$ cat src/common/cpu_defines.svh
`ifndef CPU_DEFINES_SVH
`define CPU_DEFINES_SVH

// data and instruction width.
`define WORD_WIDTH 32

// register file size and index width.
`define REG_COUNT 16
`define REG_IDX_WIDTH 4

// program memory.
`define MEM_DEPTH 64
`define ADDR_WIDTH 6

// instruction fields.
`define OPCODE_WIDTH 5
`define CONST_WIDTH 19

`endif
$ cat src/common/cpuPkg.sv
`include "cpu_defines.svh"

package cpuPkg;

	// instruction format:
	//   [31:27] opcode, [26:23] ra, [22:19] rb, [18:15] rc.
	//   [18:0] constant C, sign-extended for immediate forms.

	typedef logic [`WORD_WIDTH-1:0] wordT;
	typedef logic [`REG_IDX_WIDTH-1:0] regIdxT;
	typedef logic [`ADDR_WIDTH-1:0] memAddrT;

	typedef enum logic [`OPCODE_WIDTH-1:0] {
		opAdd  = 5'b00011,
		opSub  = 5'b00100,
		opAnd  = 5'b00101,
		opOr   = 5'b00110,
		opAddi = 5'b01100,
		opAndi = 5'b01101,
		opOri  = 5'b01110,
		opHalt = 5'b11011
	} opcodeT;

	typedef enum logic [2:0] {
		aluAdd,
		aluSub,
		aluAnd,
		aluOr,
		aluIncr
	} aluOpT;

	// sequencer steps.
	typedef enum logic [2:0] {
		stepIdle,
		stepT0,
		stepT1,
		stepT2,
		stepT3,
		stepT4,
		stepT5,
		stepStopped
	} stepT;

endpackage

$ cat src/logic/cpuTop.sv
`timescale 1ns/1ps

module cpuTop import cpuPkg::*; (
	input  logic    Clock,
	input  logic    rstN,
	input  logic    run,
	input  logic    loadEn,
	input  memAddrT loadAddr,
	input  wordT    loadData,
	input  regIdxT  dbgSel,
	output logic    halted,
	output wordT    dbgData
);

	logic pcOut;
	logic mdrOut;
	logic zLowOut;
	logic rOut;
	logic baOut;
	logic cOut;
	logic pcIn;
	logic irIn;
	logic marIn;
	logic mdrIn;
	logic yIn;
	logic zIn;
	logic rIn;
	logic gra;
	logic grb;
	logic grc;
	logic incPc;
	logic read;
	aluOpT aluOp;
	opcodeT opcode;
	memAddrT memAddr;
	wordT memData;

	programMemory programMemory_i (
		.Clock    (Clock),
		.loadEn   (loadEn),
		.loadAddr (loadAddr),
		.loadData (loadData),
		.addr     (memAddr),
		.read     (read),
		.data     (memData)
	);

	controlSequencer controlSequencer_i (
		.Clock   (Clock),
		.rstN    (rstN),
		.run     (run),
		.opcode  (opcode),
		.pcOut   (pcOut),
		.mdrOut  (mdrOut),
		.zLowOut (zLowOut),
		.rOut    (rOut),
		.baOut   (baOut),
		.cOut    (cOut),
		.pcIn    (pcIn),
		.irIn    (irIn),
		.marIn   (marIn),
		.mdrIn   (mdrIn),
		.yIn     (yIn),
		.zIn     (zIn),
		.rIn     (rIn),
		.gra     (gra),
		.grb     (grb),
		.grc     (grc),
		.incPc   (incPc),
		.read    (read),
		.halted  (halted),
		.aluOp   (aluOp)
	);

	busDatapath busDatapath_i (
		.Clock   (Clock),
		.rstN    (rstN),
		.memData (memData),
		.pcOut   (pcOut),
		.mdrOut  (mdrOut),
		.zLowOut (zLowOut),
		.rOut    (rOut),
		.baOut   (baOut),
		.cOut    (cOut),
		.pcIn    (pcIn),
		.irIn    (irIn),
		.marIn   (marIn),
		.mdrIn   (mdrIn),
		.yIn     (yIn),
		.zIn     (zIn),
		.rIn     (rIn),
		.gra     (gra),
		.grb     (grb),
		.grc     (grc),
		.incPc   (incPc),
		.read    (read),
		.aluOp   (aluOp),
		.memAddr (memAddr),
		.opcode  (opcode),
		.dbgSel  (dbgSel),
		.dbgData (dbgData)
	);

endmodule

$ cat src/control/controlSequencer.sv
`timescale 1ns/1ps

module controlSequencer import cpuPkg::*; (
	input  logic   Clock,
	input  logic   rstN,
	input  logic   run,
	input  opcodeT opcode,
	output logic   pcOut,
	output logic   mdrOut,
	output logic   zLowOut,
	output logic   rOut,
	output logic   baOut,
	output logic   cOut,
	output logic   pcIn,
	output logic   irIn,
	output logic   marIn,
	output logic   mdrIn,
	output logic   yIn,
	output logic   zIn,
	output logic   rIn,
	output logic   gra,
	output logic   grb,
	output logic   grc,
	output logic   incPc,
	output logic   read,
	output logic   halted,
	output aluOpT  aluOp
);

	stepT step;
	stepT stepNext;
	logic isReg;
	logic isImm;
	logic isHalt;
	aluOpT opAlu;

	// opcode class and matching ALU operation.
	always_comb begin
		isReg = 1'b0;
		isImm = 1'b0;
		opAlu = aluAdd;
		case (opcode)
			opAdd: begin
				isReg = 1'b1;
			end
			opSub: begin
				isReg = 1'b1;
				opAlu = aluSub;
			end
			opAnd: begin
				isReg = 1'b1;
				opAlu = aluAnd;
			end
			opOr: begin
				isReg = 1'b1;
				opAlu = aluOr;
			end
			opAddi: begin
				isImm = 1'b1;
			end
			opAndi: begin
				isImm = 1'b1;
				opAlu = aluAnd;
			end
			opOri: begin
				isImm = 1'b1;
				opAlu = aluOr;
			end
			default: begin
				isReg = 1'b0;
			end
		endcase
	end

	// halt and anything unknown stop the core.
	assign isHalt = !(isReg || isImm);

	always_comb begin
		stepNext = step;
		case (step)
			stepIdle: stepNext = run ? stepT0 : stepIdle;
			stepT0: stepNext = stepT1;
			stepT1: stepNext = stepT2;
			stepT2: stepNext = stepT3;
			stepT3: stepNext = isHalt ? stepStopped : stepT4;
			stepT4: stepNext = stepT5;
			stepT5: stepNext = stepT0;
			default: stepNext = stepStopped;
		endcase
	end

	always_ff @(posedge Clock) begin
		if (!rstN) begin
			step <= stepIdle;
		end else begin
			step <= stepNext;
		end
	end

	// halted goes high in the T3 that sees the halt.
	assign halted = (step == stepStopped) || (step == stepT3 && isHalt);

	always_comb begin
		pcOut = 1'b0;
		mdrOut = 1'b0;
		zLowOut = 1'b0;
		rOut = 1'b0;
		baOut = 1'b0;
		cOut = 1'b0;
		pcIn = 1'b0;
		irIn = 1'b0;
		marIn = 1'b0;
		mdrIn = 1'b0;
		yIn = 1'b0;
		zIn = 1'b0;
		rIn = 1'b0;
		gra = 1'b0;
		grb = 1'b0;
		grc = 1'b0;
		incPc = 1'b0;
		read = 1'b0;
		aluOp = aluAdd;
		case (step)
			stepT0: begin
				pcOut = 1'b1;
				marIn = 1'b1;
				incPc = 1'b1;
				zIn = 1'b1;
				aluOp = aluIncr;
			end
			stepT1: begin
				zLowOut = 1'b1;
				pcIn = 1'b1;
				read = 1'b1;
				mdrIn = 1'b1;
			end
			stepT2: begin
				mdrOut = 1'b1;
				irIn = 1'b1;
			end
			stepT3: begin
				// rb into Y, zero-rule read for immediates.
				grb = !isHalt;
				yIn = !isHalt;
				rOut = isReg;
				baOut = isImm;
			end
			stepT4: begin
				zIn = 1'b1;
				aluOp = opAlu;
				grc = isReg;
				rOut = isReg;
				cOut = isImm;
			end
			stepT5: begin
				zLowOut = 1'b1;
				gra = 1'b1;
				rIn = 1'b1;
			end
			default: begin
				aluOp = aluAdd;
			end
		endcase
	end

endmodule

$ cat src/datapath/busDatapath.sv
`timescale 1ns/1ps
`include "cpu_defines.svh"

module busDatapath import cpuPkg::*; (
	input  logic    Clock,
	input  logic    rstN,
	input  wordT    memData,
	input  logic    pcOut,
	input  logic    mdrOut,
	input  logic    zLowOut,
	input  logic    rOut,
	input  logic    baOut,
	input  logic    cOut,
	input  logic    pcIn,
	input  logic    irIn,
	input  logic    marIn,
	input  logic    mdrIn,
	input  logic    yIn,
	input  logic    zIn,
	input  logic    rIn,
	input  logic    gra,
	input  logic    grb,
	input  logic    grc,
	input  logic    incPc,
	input  logic    read,
	input  aluOpT   aluOp,
	output memAddrT memAddr,
	output opcodeT  opcode,
	input  regIdxT  dbgSel,
	output wordT    dbgData
);

	wordT pc;
	wordT ir;
	memAddrT mar;
	wordT mdr;
	wordT y;
	wordT z;
	wordT cSext;
	wordT regOut;
	wordT aluResult;
	wordT busData;

	// C field sign-extended to a full word.
	assign cSext = {{(`WORD_WIDTH-`CONST_WIDTH){ir[`CONST_WIDTH-1]}}, ir[`CONST_WIDTH-1:0]};

	// one source at a time, zero when idle.
	// regOut is already gated inside the register file.
	assign busData = ({`WORD_WIDTH{pcOut}} & pc)
		| ({`WORD_WIDTH{mdrOut}} & mdr)
		| ({`WORD_WIDTH{zLowOut}} & z)
		| ({`WORD_WIDTH{cOut}} & cSext)
		| regOut;

	always_ff @(posedge Clock) begin
		if (!rstN) begin
			pc <= '0;
			ir <= '0;
			mar <= '0;
		end else begin
			if (pcIn) begin
				pc <= busData;
			end
			if (irIn) begin
				ir <= busData;
			end
			if (marIn) begin
				mar <= busData[`ADDR_WIDTH-1:0];
			end
		end
	end

	always_ff @(posedge Clock) begin
		if (mdrIn) begin
			mdr <= read ? memData : busData;
		end
		if (yIn) begin
			y <= busData;
		end
		if (zIn) begin
			z <= aluResult;
		end
	end

	assign memAddr = mar;
	assign opcode = opcodeT'(ir[31:27]);

	registerFile registerFile_i (
		.Clock   (Clock),
		.rstN    (rstN),
		.ir      (ir),
		.gra     (gra),
		.grb     (grb),
		.grc     (grc),
		.rIn     (rIn),
		.rOut    (rOut),
		.baOut   (baOut),
		.busIn   (busData),
		.dbgSel  (dbgSel),
		.regOut  (regOut),
		.dbgData (dbgData)
	);

	alu alu_i (
		.a      (y),
		.b      (busData),
		.op     (aluOp),
		.incPc  (incPc),
		.result (aluResult)
	);

endmodule

$ cat src/datapath/registerFile.sv
`timescale 1ns/1ps
`include "cpu_defines.svh"

module registerFile import cpuPkg::*; (
	input  logic   Clock,
	input  logic   rstN,
	input  wordT   ir,
	input  logic   gra,
	input  logic   grb,
	input  logic   grc,
	input  logic   rIn,
	input  logic   rOut,
	input  logic   baOut,
	input  wordT   busIn,
	input  regIdxT dbgSel,
	output wordT   regOut,
	output wordT   dbgData
);

	wordT regs [`REG_COUNT];
	regIdxT sel;

	// field picked by whichever select is up.
	always_comb begin
		if (gra) begin
			sel = ir[26:23];
		end else if (grb) begin
			sel = ir[22:19];
		end else if (grc) begin
			sel = ir[18:15];
		end else begin
			sel = '0;
		end
	end

	always_ff @(posedge Clock) begin
		if (!rstN) begin
			for (int i = 0; i < `REG_COUNT; i++) begin
				regs[i] <= '0;
			end
		end else if (rIn) begin
			regs[sel] <= busIn;
		end
	end

	// baOut reads r0 as zero.
	assign regOut = (rOut || (baOut && sel != '0)) ? regs[sel] : '0;
	assign dbgData = regs[dbgSel];

endmodule

$ cat src/logic/programMemory.sv
`timescale 1ns/1ps
`include "cpu_defines.svh"

module programMemory import cpuPkg::*; (
	input  logic    Clock,
	input  logic    loadEn,
	input  memAddrT loadAddr,
	input  wordT    loadData,
	input  memAddrT addr,
	input  logic    read,
	output wordT    data
);

	wordT mem [`MEM_DEPTH];

	always_ff @(posedge Clock) begin
		if (loadEn) begin
			mem[loadAddr] <= loadData;
		end
	end

	// nothing on the output unless a fetch is under way.
	assign data = read ? mem[addr] : '0;

endmodule

$ cat src/logic/alu.sv
`timescale 1ns/1ps

module alu import cpuPkg::*; (
	input  wordT  a,
	input  wordT  b,
	input  aluOpT op,
	input  logic  incPc,
	output wordT  result
);

	wordT opResult;

	always_comb begin
		case (op)
			aluAdd: begin
				opResult = a + b;
			end
			aluSub: begin
				opResult = a - b;
			end
			aluAnd: begin
				opResult = a & b;
			end
			aluOr: begin
				opResult = a | b;
			end
			aluIncr: begin
				opResult = b + 1'b1;
			end
			default: begin
				opResult = '0;
			end
		endcase
	end

	// PC increment overrides the operation.
	assign result = incPc ? b + 1'b1 : opResult;

endmodule

$ cat config.mk
export PLATFORM = sky130hd
export DESIGN_NAME = cpuTop
export DESIGN_NICKNAME = d
export VERILOG_FILES = /design/src/common/cpuPkg.sv /design/src/logic/cpuTop.sv /design/src/control/controlSequencer.sv /design/src/datapath/busDatapath.sv /design/src/datapath/registerFile.sv /design/src/logic/programMemory.sv /design/src/logic/alu.sv
export VERILOG_INCLUDE_DIRS = /design/src /design/src/common
export SDC_FILE = /design/constraint.sdc
export NUM_CORES = 2
export LEC_CHECK = 0
export CORE_UTILIZATION = 35
export CTS_CLUSTER_SIZE = 28
export DETAILED_ROUTE_END_ITERATION = 6
export DONT_BUFFER_PORTS = 1
export PLACE_DENSITY = 0.46
export SYNTH_ARGS = -nofsm -noshare
export SYNTH_HDL_FRONTEND = slang
export SYNTH_SLANG_ARGS = --single-unit
$ cat constraint.sdc
create_clock -name Clock -period 14.95 [get_ports Clock]
set_input_delay 1.495 -clock Clock [delete_from_list [all_inputs] [get_ports Clock]]
set_output_delay 1.495 -clock Clock [all_outputs]
set_load 0.01 [all_outputs]
==> impl_metrics.toml <==
[outcome]
status = "finished clean"

[sta]
worst_pin_slew_ns = 1.16
fmaxAchievable_mhz = 99.6
finalSetupTns_ns = 0
layout_min_cycle_time_ns = 10.04
relSlewSlack_pct = 22.6
maxSlewViolCount = 0
finalCritPeriodShare_pct = 67.2
skew_ns = 0.0711
rsz0062_at_grt = "false"
setup_violations = 0
finalHoldViolations = 0

[global_route]
grt.total_usage_pct = 20.8
antenna_found_initial = 15
first_global_vias = 61700
grt_pass1_wl_um = 489000
grt_max_degree = 129
grt_overflow = 0

[clocking]
post_cts_buffers = 0
cts_sinks = 2729
htreeDepth = 5
cts_buffer_depth = 4
post_cts_resized = 0
clk_latency_ns = 0.92
path_clk_slew_ns = 0.06
cts_tree = "built"
cts_buffers = 311
hold_buffers = 0
cts-root-buf = "clkbuf_16"

[layout]
layout-drive-gt1-share_pct = 24.8
multi_input_area_sq_um = 32400
post-route-util_pct = 40.1
seq_area_sq_um = 81200
area_delta_synth_final_pct = 13.6
fillers = 29100
nets = 6302

[floorplan]
dieArea_sq_um = 330000
rows = 209
core_sq_um = 325000
die_x_um = 574
start_util_pct = 35.3
io_pins = 79
dieHeight_um = 574

[yosys]
ys_types = 98
synth_top_area_share_pct = 69.6
synth_area_leaders = "edfxtp_1 70%, mux4_2 16%, nor2_1 2.3%"
synth_cells = 6156
yosys.cell_count.top_type = "edfxtp_1"
synth_seq_cells = 2729
synth_edf_count = 2656
seq_area_frac_synth_pct = 70.9
yosysTopAreaCell = "edfxtp_1"
synthesis.area_sq_um = 115000
synth_area_per_cell_sq_um = 18.6
synth_fp_nets = 6238
synthFlopType = "edfxtp_1"
yosys-top-cells-count = "2656 x edfxtp_1, 819 x mux4_2, 689 x nor2_1"
synth_async_sr_flop_share_pct = 0
yosysWarnings = 0

[power]
powerDensity_nw_per_um2 = 138
leakage_nw = 40.6
irDropWorstVdd_uv = 104

[drt]
wirelength_um = 349000
drtAntennaViolNets = 0
remaining_drc_errors = 0
drtIter0Drc = 5493
wl_per_cell_um = 32.3
num_vias = 60300
routed_via_density = 5.59
firstDrtPassIters = 5

[critical_path]
crit_path_start_kind = "flop"
worstPathMaxFanout = 54
endpoint_kind = "flop"
cp_data_arrival_time_ns = 10.67
required_ns = 15.58
path_class = "flop to flop"

[flow_run]
drv_cap = 0

[place]
globalplace.congestion = 0.786
io_buffers = 0
hpwl_um = 190000

[min_path]
worstHoldPathType = "flop to flop"
min_from = "busDatapath_i.pc[28]$_SDFFE_PN0P_"
-- worst paths after layout --
check	endpoint	slack (ns)	cells past startpoint
worst min register to register	busDatapath_i.pc[28]$_SDFFE_PN0P_	0.50	1
worst max register to register	busDatapath_i.z[31]$_DFFE_PP_	4.91	26
worst max-delay path	busDatapath_i.z[31]$_DFFE_PP_	4.91	26
worst min-delay path	busDatapath_i.pc[28]$_SDFFE_PN0P_	0.50	1
-- layout by cell type, fill, tap and decap left out, types with 38 or more instances in the layout --
cell and instances:
o211a_1 72, clkinv_2 38, nor2_1 625, clkbuf_1 83
edfxtp_1 2656, xnor2_1 64, nand3_1 65, nor2_4 63
buf_4 183, dfxtp_1 66, inv_1 41, a21oi_1 72
clkbuf_16 316, clkinv_1 69, mux2i_1 253, o21ai_0 70
mux4_2 819, nand2_1 311
-- cell families after synthesis --
| group | after synthesis | synth area share, % |
|---|---|---|
| fa+ha+maj | 60 | 0.609 |
| simple gates | 1238 | 4.55 |
| xor+xnor | 79 | 0.604 |
| flops | 2729 | 70.9 |
| mux | 1099 | 18.6 |
| buf+inv | 482 | 1.66 |
| compound gates | 469 | 3.13 |
-- layer usage --
| metal | up-vias | GRT usage, % | part of all wire [%] |
|---|---|---|---|
| li1 | 25100 | - | - |
| met1 | 32900 | 28.3 | 43 |
| met2 | 1774 | 35.6 | 50 |
| met3 | 473 | 2.52 | 4.9 |
| met4 | 2 | 5.13 | 2.3 |
| met5 | - | 0 | 0.0037 |
-- flip-flops by register name, summed over array words and instances (netlist names), named ones only --
register and count:
busDatapath_i.memAddr 6, busDatapath_i.ir 32, busDatapath_i.registerFile_i.regs 512, controlSequencer_i.step 2
busDatapath_i.pc 32, programMemory_i.mem 2048, busDatapath_i.z 32, busDatapath_i.mdr 32
busDatapath_i.y 32
-- where the power goes --
| group | leakage, nW | switching (W) | internal [W] |
|---|---|---|---|
| sequential | 25.2 | 0.0000925 | 0.00858 |
| clock | 4.64 | 0.00312 | 0.00416 |
| combinational | 10.7 | 0.00117 | 0.000825 |
| total | 40.6 | 0.00439 | 0.0136 |
-- critical path, stage by stage (launching register included) --
cell	delay, ns
dfxtp_1	0.72
nor4b_4	0.46
o211ai_1	0.23
nand3_4	0.55
buf_4	0.59
buf_4	0.86
mux2i_1	0.27
mux2i_1	0.11
o22a_1	0.25
a31oi_2	0.31
nand4_1	0.55
nor4_2	0.83
and3_1	0.29
nor2_1	0.06
xnor2_1	0.13
ha_1	0.33
a2111oi_0	0.55
o2bb2ai_1	0.17
a31o_2	0.17
o2bb2ai_1	0.14
nor4_1	0.32
o31ai_1	0.20
o41ai_1	0.46
o21ai_0	0.29
inv_1	0.18
a2111oi_0	0.10
or4_1	0.54
-- stage by stage --
step | instances | power (W) | setup WS, ns | cell area, sq um | hold slack (ns)
finish | 10800 | 0.0180 | 4.91 | 130000 | 0.495
global route | 10800 | 0.0185 | 4.42 | 130000 | 0.514
CTS | 10800 | 0.0181 | 5.00 | 130000 | 0.498
detailed placement | 10200 | 0.0108 | 4.98 | 121000 | 0.485
global placement | 10200 | 0.0108 | 5.07 | 121000 | 0.479
floorplan | 6156 | 0.0102 | 7.46 | 115000 | 0.472
-- area by class of cell --
| cell class | count | share of cell area (%) |
|---|---|---|
| Antenna cell | 11 | 0.0211 |
| Clock buffer | 402 | 6.34 |
| Clock inverter | 149 | 0.975 |
| Inverter | 45 | 0.130 |
| Multi-Input combinational cell | 2945 | 24.9 |
| Sequential cell | 2729 | 62.4 |
| Tap cell | 4325 | 4.16 |
| Timing Repair Buffer | 188 | 1.13 |
Power figures use the tool's default switching activity.
